$ cat src/common/arya_cfg_pkg.sv
`default_nettype none

package arya_cfg_pkg;

    ////////////////////////////////////////////////////////////////////////////
    // datapath sizes
    ////////////////////////////////////////////////////////////////////////////

    localparam int unsigned data_w      = 64;
    localparam int unsigned inst_w      = 32;
    localparam int unsigned reg_addr_w  = 5;
    localparam int unsigned mem_addr_w  = 10;
    localparam int unsigned inst_addr_w = 9;
    localparam int unsigned num_regs    = 32;
    localparam int unsigned mem_words   = 1024;

    // upper half of the unified memory is data
    localparam int unsigned data_region_bit = inst_addr_w;

    typedef logic [data_w-1:0]      word_t;
    typedef logic [reg_addr_w-1:0]  reg_idx_t;
    typedef logic [mem_addr_w-1:0]  mem_addr_t;
    typedef logic [inst_addr_w-1:0] pc_t;
    typedef logic [inst_w-1:0]      inst_t;

    // data word address: region bit forced high, low bits of the alu result
    function automatic mem_addr_t to_data_addr(input word_t result);
        return {1'b1, result[data_region_bit-1:0]};
    endfunction

endpackage

`default_nettype wire

$ cat src/core/writeback_stage.sv
`default_nettype none

module writeback_stage
    import arya_cfg_pkg::*;
(
    input  logic     clk,
    input  logic     rst_n,
    input  logic     en,
    input  word_t    mem_result,
    input  word_t    data_rdata,
    input  reg_idx_t mem_dest,
    input  logic     mem_wr_en,
    input  logic     mem_to_reg,
    output logic     wb_en,
    output reg_idx_t wb_addr,
    output word_t    wb_data
);

    word_t mw_result;
    word_t mw_rdata;
    logic  mw_to_reg;

    // memory-writeback register
    always_ff @(posedge clk) begin
        if (!rst_n) begin
            wb_en     <= 1'b0;
            mw_to_reg <= 1'b0;
        end else if (en) begin
            wb_en     <= mem_wr_en;
            mw_to_reg <= mem_to_reg;
        end
    end

    // load data arrives with the execute-memory register
    always_ff @(posedge clk) begin
        if (en) begin
            mw_result <= mem_result;
            mw_rdata  <= data_rdata;
            wb_addr   <= mem_dest;
        end
    end

    // loads take the memory word, the rest the alu result
    assign wb_data = mw_to_reg ? mw_rdata : mw_result;

endmodule

`default_nettype wire

$ cat config.mk
export PLATFORM = sky130hd
export DESIGN_NAME = writeback_stage
export DESIGN_NICKNAME = d
export VERILOG_FILES = /design/src/common/arya_cfg_pkg.sv /design/src/core/writeback_stage.sv
export SDC_FILE = /design/constraint.sdc
export NUM_CORES = 1
export LEC_CHECK = 0
export CORE_MARGIN = 5
export CORE_UTILIZATION = 35
export DETAILED_ROUTE_END_ITERATION = 7
export DONT_BUFFER_PORTS = 1
export GPL_ROUTABILITY_DRIVEN = 0
export PLACE_DENSITY = 0.6
export SETUP_SLACK_MARGIN = 0.15
export SLEW_MARGIN = 20
export SYNTH_ARGS = -nofsm -noshare
export SYNTH_HDL_FRONTEND = slang
export SYNTH_SLANG_ARGS = --single-unit
$ cat constraint.sdc
create_clock -name clk -period 2.79 [get_ports clk]
set_input_delay 0.558 -clock clk [delete_from_list [all_inputs] [get_ports clk]]
set_output_delay 0.558 -clock clk [all_outputs]
set_load 0.005 [all_outputs]
==> out/results.ini <==
[synthesis]
synth_top_cell_by_area = edfxtp_1
yosys.cell_count.top_type = edfxtp_1
syn_area_um2 = 5047
syn_nets = 348
yosys-top-cells-count = edfxtp_1 (133), mux2_4 (50), mux2_2 (14), buf_6 (6)
ys_types = 8
yosys_warnings = 0
ys_async_sr_fraction_pct = 0
postSynthCellCount = 210
synth.avg_cell_area_um2 = 24.03
yosysTopAreaCellShare_pct = 79.13
ys_ff_latch = 135
yosysSeqAreaShare_pct = 79.92
yosys-top-cells-area = edfxtp_1 (79%), mux2_4 (15%), mux2_2 (3.1%)
synth_ff_type = edfxtp_1
synth_edf_count = 133

[finish]
multi_input_area_um2 = 940.9
nets = 362
ff_latch_area_um2 = 4038
instances_no_fill = 417
drive_above_1_share_pct = 39.66
n_antenna_cell = 0
nFillCells = 1240
reg_top3 = mw_rdata (64), mw_result (64), wb_addr (5)
areaGrowthSynthToFinish_pct = 14.77

[sta]
fin_worst_skew_ps = 0
rsz0062_at_grt = no
period_needed_ps = 2339
worst_pin_slew_ps = 485.3
max_slew_margin_pct = 67.65
tns_ps = 0
max_freq_ghz = 0.4276
finalCritPeriodShare_pct = 83.83
hold_violations = 0
drv_slew = 0
setup_viol_count_final = 0

[detailed_routing]
viasPerCell = 4.695
via_count = 1958
drc_errors = 0
first_pass_iters = 3
drt-initial-drc-count = 70
wl_um = 8781
ant_nets = 0
routedWlPerCell_um = 21.06

[global_route]
grt_max_degree = 136
antenna_found_initial = 0
grt_pass1_wl_um = 12540
grt_pass1_vias = 2166
grt_overflow = 0
track_usage_pct = 10.56

[floorplanning]
ios = 208
die_w_um = 130.1
die_area_um2 = 16920
row_count = 43
start_util_pct = 36.08
core_area_um2 = 13990
die_h_um = 130.1

[worst_setup_path]
cp_num_buf_inv = 1
critPathArrivalTime_ps = 1780
criticalPathCategory = flop to primary output
cp_cell_sequence = buf_12, mux2_2
cp_max_fo = 29
critPathCaptureType = primary output
critical_path_depth = 2
slowest_stage = dfxtp_4
critical_path.top_delay_family = flip-flops
startpoint_type = flop
reg2reg_from = mw_to_reg
rr_endpoint = mw_to_reg
crit_required_ps = 2230
cpPeakStageDelay_ps = 640
crit_end = wb_data[63]
rr_worst_depth = 3
rrSetupSlack_ps = 1550
cp-startpoint = mw_to_reg

[status]
status = complete, no violations

[clocking]
cts_tree = done
htreeDepth = 4
cts-resized-gates = 0
cts_root_buf = clkbuf_16
cts_hold_buf = 0
cts_setup_buffers = 0
clock_latency_ps = 410
clk_pin_slew_ps = 60
cts_made_buffers = 17
cts_buffer_depth = 2
cts_sinks = 135

[place]
dp.cells = 385
io_buffer_count = 0
hpwl_um = 6217

[power_and_ir_drop]
ir_worst_vdd_mv = 0.4554
cellPowerDensity_nw_per_um2 = 820.7
p_leak_nw = 2.036

[worst_hold_path]
hold_path.class = primary input to flop

[flow_run]
maxCapViolCount = 0

## cells in the final DEF, fill, tap and decap left out
master / instances
buf_12: 1
buf_4: 1
bufinv_16: 2
clkbuf_16: 17
clkinv_1: 5
clkinv_2: 3
clkinv_4: 3
clkinvlp_4: 1
dfxtp_1: 1
dfxtp_4: 1
edfxtp_1: 133
inv_6: 1
mux2_2: 14
mux2_4: 50
mux2i_1: 2
nor2b_1: 2
## worst register-to-register path, cell delays in order, from the launching register on
cell,delay (ps)
dfxtp_4,640
buf_4,330
mux2i_1,100
nor2b_1,100
## power breakdown
part | leakage, nW | total, mW | internal (mW) | switching (mW)
Clock | 0.274 | 2.08 | 1.30 | 0.783
Sequential | 1.32 | 2.46 | 2.41 | 0.0518
Combinational | 0.442 | 0.215 | 0.138 | 0.0766
Total | 2.04 | 4.75 | 3.84 | 0.911
## layout make-up
type                       instances  share of cell area (%)
clock buffer                      17                   7.343
clock inverter                    15                   2.354
multi-input combinational         68                   16.24
sequential                       135                   69.70
tap                              180                   3.888
timing repair buffer               2                  0.4752
## per-layer routing
metal | track usage [%] | wire length (µm)
met1 | 11.26 | 3091
met2 | 15.48 | 4327
met3 | 7.409 | 1199
met4 | 5.868 | 163
met5 | 0 | 0
## stage by stage
step                hold slack, ps  area, µm²  total power, mW  utilization, %  setup slack, ps
floorplan                    507.3       5047            2.681               -             1300
global placement             559.7       5231            2.720           37.40            843.4
detailed placement           584.0       5231            2.727           37.40            852.7
CTS                          207.4       5793            4.841           41.41            386.0
global route                 209.0       5793            4.954           41.41            333.6
finish                       237.6       5793            4.754           41.41            451.2
## worst min path at each step
stage	start	to	slack, ps	cells after the start
2_1_floorplan	wb_en	wb_en	510	2
3_3_place_gp	wb_en	wb_en	560	2
3_5_place_dp	wb_en	wb_en	580	2
4_1_cts	data_rdata[33]	mw_rdata[33]	210	0
5_1_grt	data_rdata[49]	mw_rdata[49]	210	0
6_report	data_rdata[45]	mw_rdata[45]	240	0
## cells by family after synthesis
logic type	after synthesis	share of synthesized area (%)
flip-flops	135	79.92
AND/OR/NAND/NOR	2	0.2479
buffers and inverters	7	1.438
multiplexers	66	18.39
Power figures use the tool's default switching activity.
