$ cat config.mk
export PLATFORM = sky130hd
export DESIGN_NAME = fetch_unit
export DESIGN_NICKNAME = d
export VERILOG_FILES = /design/src/common/arya_cfg_pkg.sv /design/src/core/fetch_unit.sv
export SDC_FILE = /design/constraint.sdc
export NUM_CORES = 1
export LEC_CHECK = 0
export BUFFER_PORTS_ARGS = -buffer_cell sky130_fd_sc_hd__buf_2
export CAP_MARGIN = 20
export CORE_AREA = 4 4 61 46
export DETAILED_ROUTE_END_ITERATION = 8
export DIE_AREA = 0 0 65 50
export GPL_TIMING_DRIVEN = 0
export HOLD_SLACK_MARGIN = 0.12
export PLACE_DENSITY = 0.77
export SETUP_SLACK_MARGIN = 0.2
export SYNTH_ARGS = -nofsm -noshare
export SYNTH_HDL_FRONTEND = slang
export SYNTH_SLANG_ARGS = --single-unit
$ cat constraint.sdc
create_clock -name clk -period 1.1 [get_ports clk]
set_input_delay 0 -clock clk [delete_from_list [all_inputs] [get_ports clk]]
set_output_delay 0 -clock clk [all_outputs]
set_load 0.01 [all_outputs]
$ cat src/common/arya_cfg_pkg.sv
`default_nettype none

package arya_cfg_pkg;

    ////////////////////////////////////////////////////////////////////////////
    // datapath sizes
    ////////////////////////////////////////////////////////////////////////////

    localparam int unsigned data_w      = 64;
    localparam int unsigned inst_w      = 32;
    localparam int unsigned reg_addr_w  = 5;
    localparam int unsigned mem_addr_w  = 10;
    localparam int unsigned inst_addr_w = 9;
    localparam int unsigned num_regs    = 32;
    localparam int unsigned mem_words   = 1024;

    // upper half of the unified memory is data
    localparam int unsigned data_region_bit = inst_addr_w;

    typedef logic [data_w-1:0]      word_t;
    typedef logic [reg_addr_w-1:0]  reg_idx_t;
    typedef logic [mem_addr_w-1:0]  mem_addr_t;
    typedef logic [inst_addr_w-1:0] pc_t;
    typedef logic [inst_w-1:0]      inst_t;

    // data word address: region bit forced high, low bits of the alu result
    function automatic mem_addr_t to_data_addr(input word_t result);
        return {1'b1, result[data_region_bit-1:0]};
    endfunction

endpackage

`default_nettype wire

$ cat src/core/fetch_unit.sv
`default_nettype none

module fetch_unit
    import arya_cfg_pkg::*;
(
    input  logic clk,
    input  logic rst_n,
    input  logic en,
    input  logic branch_taken,
    input  pc_t  branch_target,
    output pc_t  fetch_pc,
    output pc_t  decode_pc
);

    pc_t pc;

    // redirect comes from the memory stage
    // pc wraps at 512 by width
    always_ff @(posedge clk) begin
        if (!rst_n) begin
            pc <= '0;
        end else if (en) begin
            if (branch_taken) begin
                pc <= branch_target;
            end else begin
                pc <= pc + pc_t'(1);
            end
        end
    end

    assign fetch_pc = pc;

    // pc travels alongside the memory read latency
    always_ff @(posedge clk) begin
        if (!rst_n) begin
            decode_pc <= '0;
        end else if (en) begin
            decode_pc <= pc;
        end
    end

endmodule

`default_nettype wire

==> results.md <==
- The die covers 3250 sq um.
- For this configuration, the core starts out at a cell density of 0.4396.
- Once routing completed, OpenROAD measured the worst setup slack at -67.64 ps.
- In the synthesized netlist the dominant register cell turns out to be sky130_fd_sc_hd__dfxtp_1.
- The switching share of power is 0.2790.
- Dividing total power by cell area gives a power density of 1005 nW/um^2.
- The region available for standard cell placement spans 2155 sq um.
- Of the total power, the clock network draws 0.288.
- The maximum frequency from static timing analysis is 856.4 MHz.
- Buffers placed on the I/O ports in this run total 30.
- In this run, placement finished with an instance count of between 150 and 200.
- The finished layout holds 185 standard cells, fillers aside.
- Clock skew on the completed layout was measured at 4.413 ps.
- The switching power of the nets is 408.0 uW.
- STA classifies the critical path startpoint as a register.
- By startpoint and endpoint, the worst setup path is classified as reg -> reg.
- For this block, the routed nets add up to ~2.8 mm of wire.
- Routability-driven placement finished with a final weighted congestion of between 0.8 and 0.9.
- In this run the mean area of a mapped cell was 9.196 sq um.
- The number of global-route vias before repair is 990.
- The routed layout has 1010 vias.
- In the final layout, the share of cells above drive strength 1 is 0.4444.
- In this run the tightest slew margin relative to its limit is 0.7497.
- The total of flip-flops plus latches after synthesis is 18.
- The power share of the combinational group is 0.215.
- In this run the number of H-tree levels came out at 1.
- Summed over all layers, the global routing overflow is 0.
- At the worst endpoint, the arrival time is 1420 ps.
- The number of enable flip-flop cells after synthesis is 0.
- The sink count of the clock tree is 18.
- The checks that failed: negative setup slack.
- The post-layout net count is 168.
- Of all flip-flops after synthesis, the portion carrying an async set or reset was 0.
- The internal cell power is between 1 and 1.5 mW.
- In the finished design, the share of the clock period the worst path needs comes to 1.061.
- The tool flagged a number of max-cap violations equal to 0.
- The final-report max-slew violation count is 0.
- Once detail routing completed, the nets flagged for antenna violations numbered 0.
- The number of antenna violations at the first check in global routing is 0.
- In the routed layout, each cell is associated on average with a via count of 5.459.
- The HPWL reported at the end of detailed placement is 1.805 mm.
- The post-detailed-placement cell area is roughly 1200 sq um.
- Buffers inserted during clock tree synthesis total 3.
- Entering global routing, the biggest net connects 11 pins.
- The final critical path time including I/O delays and setup is around 1200 ps.
- The later pin in the worst-skew pair is clocked with a latency of 300 ps.
- The post-route standard cell area excluding fillers is approximately 1500 sq um.
- Relative to the synthesized area, the layout overhead comes to 53.63%.
- The share of total power dissipated in sequential elements is 0.498.
- The floorplan step set the die width to around 65 um.
- In the global route stage, overall resource usage came out at 0.1807.
- TritonCTS built the clock tree.
- The reported leakage power is 0.6321 nW.
- Counting distinct cell types in the post-synthesis netlist gives 37.
- The total of fill cells in the finished design is 192.
- The worst hold-check path type is in -> reg.
- The violation count after the first detailed-route iteration is 32.
- The row count is 14.
- For this run, the detailed router's first-pass iteration total came to 4.
- The worst voltage drop across the vdd grid is 0.7863 mV.
- The post-route core utilization is 0.6754.
- 31 I/O pins were placed.
- For the pin with the worst max-slew slack, the measured transition is 375.5 ps.
- The worst endpoint required time is 1350 ps.
- The final hold violation count is 0.
- The per-cell routed wire length is 15.14 um.
- The clock-pin transition on the worst setup and hold timing paths is 110 ps.
- The number of instances in the synthesized netlist is between 100 and 150.
- The root buffer cell is sky130_fd_sc_hd__clkbuf_4.
- Setup repair after global routing could not meet its margin everywhere.
- The number of nets in the synthesized netlist is 117.
- The number of warning messages in the yosys log is 0.
- In this run the cell area of the synthesized design comes to 947.2 sq um.
- The global-route wire length before repair is around 4.6 mm.
- The library cell used most frequently in the layout, excluding fill and tap cells, is sky130_fd_sc_hd__buf_2.
- The flow ran to the end, but the final reports show violations.
- The worst-path maximum fanout is 6.
- STA classifies the critical path endpoint as a register.
- The library cells used most frequently in the layout, excluding fill and tap cells, are 29 x sky130_fd_sc_hd__buf_2, 11 x sky130_fd_sc_hd__nor2b_1.
- For this run, design rule violations remaining after detail routing come to 0.
- Setup violations remaining at the end of the flow were counted as 3.
- The aggregate negative setup slack is -131.3 ps.
- The die is 50 um tall.
- The repair_antennas step left the layout with diodes totalling 0.
- The share of the Yosys chip area taken by registers is 0.3804.
- The number of buffers on the longest clock path is 2.
metal layers:
metal / GRT usage / vias up / routed length [um]
li1: - / 480 / -
met1: 0.2236 / 482 / 1270
met2: 0.3073 / 42 / 1298
met3: 0.05909 / 6 / 193
met4: 0.03158 / 0 / 38
met5: 0 / - / 0
cell families (layout without fill, tap and decap cells):
kind of cell	after synthesis	after routing	share of synthesized area
buf+inv	10	60	0.06736
fa+ha+maj	1	1	0.01321
compound gates	23	23	0.1810
flops	18	18	0.3805
simple gates	42	42	0.2629
mux	9	9	0.09512
synth_stat cells (3+ instances only):
cell | number | share of area
sky130_fd_sc_hd__nand4_1 | 4 | 0.026
sky130_fd_sc_hd__o211ai_1 | 3 | 0.024
sky130_fd_sc_hd__o21ai_0 | 4 | 0.021
sky130_fd_sc_hd__nor3_1 | 3 | 0.016
sky130_fd_sc_hd__mux2i_1 | 9 | 0.095
sky130_fd_sc_hd__dfxtp_1 | 18 | 0.38
sky130_fd_sc_hd__nand2_1 | 8 | 0.032
sky130_fd_sc_hd__nor2b_1 | 11 | 0.073
sky130_fd_sc_hd__and3_1 | 4 | 0.026
sky130_fd_sc_hd__buf_2 | 3 | 0.016
critical path, stage by stage (launching register included):
cell and delay (ps):
sky130_fd_sc_hd__dfxtp_4 390, sky130_fd_sc_hd__ha_4 180, sky130_fd_sc_hd__and3_4 190, sky130_fd_sc_hd__o2111ai_2 170
sky130_fd_sc_hd__o2111a_1 200
cell type report:
type                            instances  area, sq um  share of cell area
Sequential cell                        18        384.1              0.2640
Multi-Input combinational cell         75        601.8              0.4136
Timing Repair Buffer                   46        322.8              0.2218
Tap cell                               32        40.04             0.02751
Buffer                                  8        62.56             0.04299
Inverter                                2        7.507            0.005159
Clock buffer                            4        36.28             0.02494
per-stage QoR:
stage	power [mW]	setup slack (ps)	hold slack, ps
after floorplan	0.8822	2.685	191.6
after global placement	0.9648	-36.51	280.8
after detailed placement	0.9758	-112.9	303.6
after CTS	1.458	-52.37	121.8
after global routing	1.525	-110.9	151.6
final	1.463	-67.64	132.6
sequential cells by signal (all words and copies together) (netlist names):
signal     count
decode_pc      9
fetch_pc       9
repair_timing:
| action | 4_1_cts | 5_1_grt |
|---|---|---|
| pin swaps | 7 | 4 |
| hold buffers | 9 | 0 |
| setup endpoints to repair | 9 | 16 |
| buffers inserted | 5 | 2 |
| endpoints found under the hold margin | 8 | 0 |
| gates resized for setup | 17 | 5 |
| gates cloned | 0 | 0 |
power groups by stage:
stage                     logic, mW  clock network [mW]  registers (mW)
after global placement        0.226                   0           0.739
after floorplan               0.134                   0           0.748
final                         0.314               0.421           0.728
after detailed placement      0.234                   0           0.742
after global routing          0.339               0.453           0.734
after CTS                     0.304               0.428           0.726
final timing paths:
kind	to	depth (start not counted)	start	slack, ps
max reg2reg	fetch_pc[4]	4	fetch_pc[1]	-70
min reg2reg	decode_pc[0]	2	decode_pc[0]	480
max	fetch_pc[4]	4	fetch_pc[1]	-70
min	fetch_pc[8]	4	en	130
Note: power is estimated with default switching activity, not from simulation.
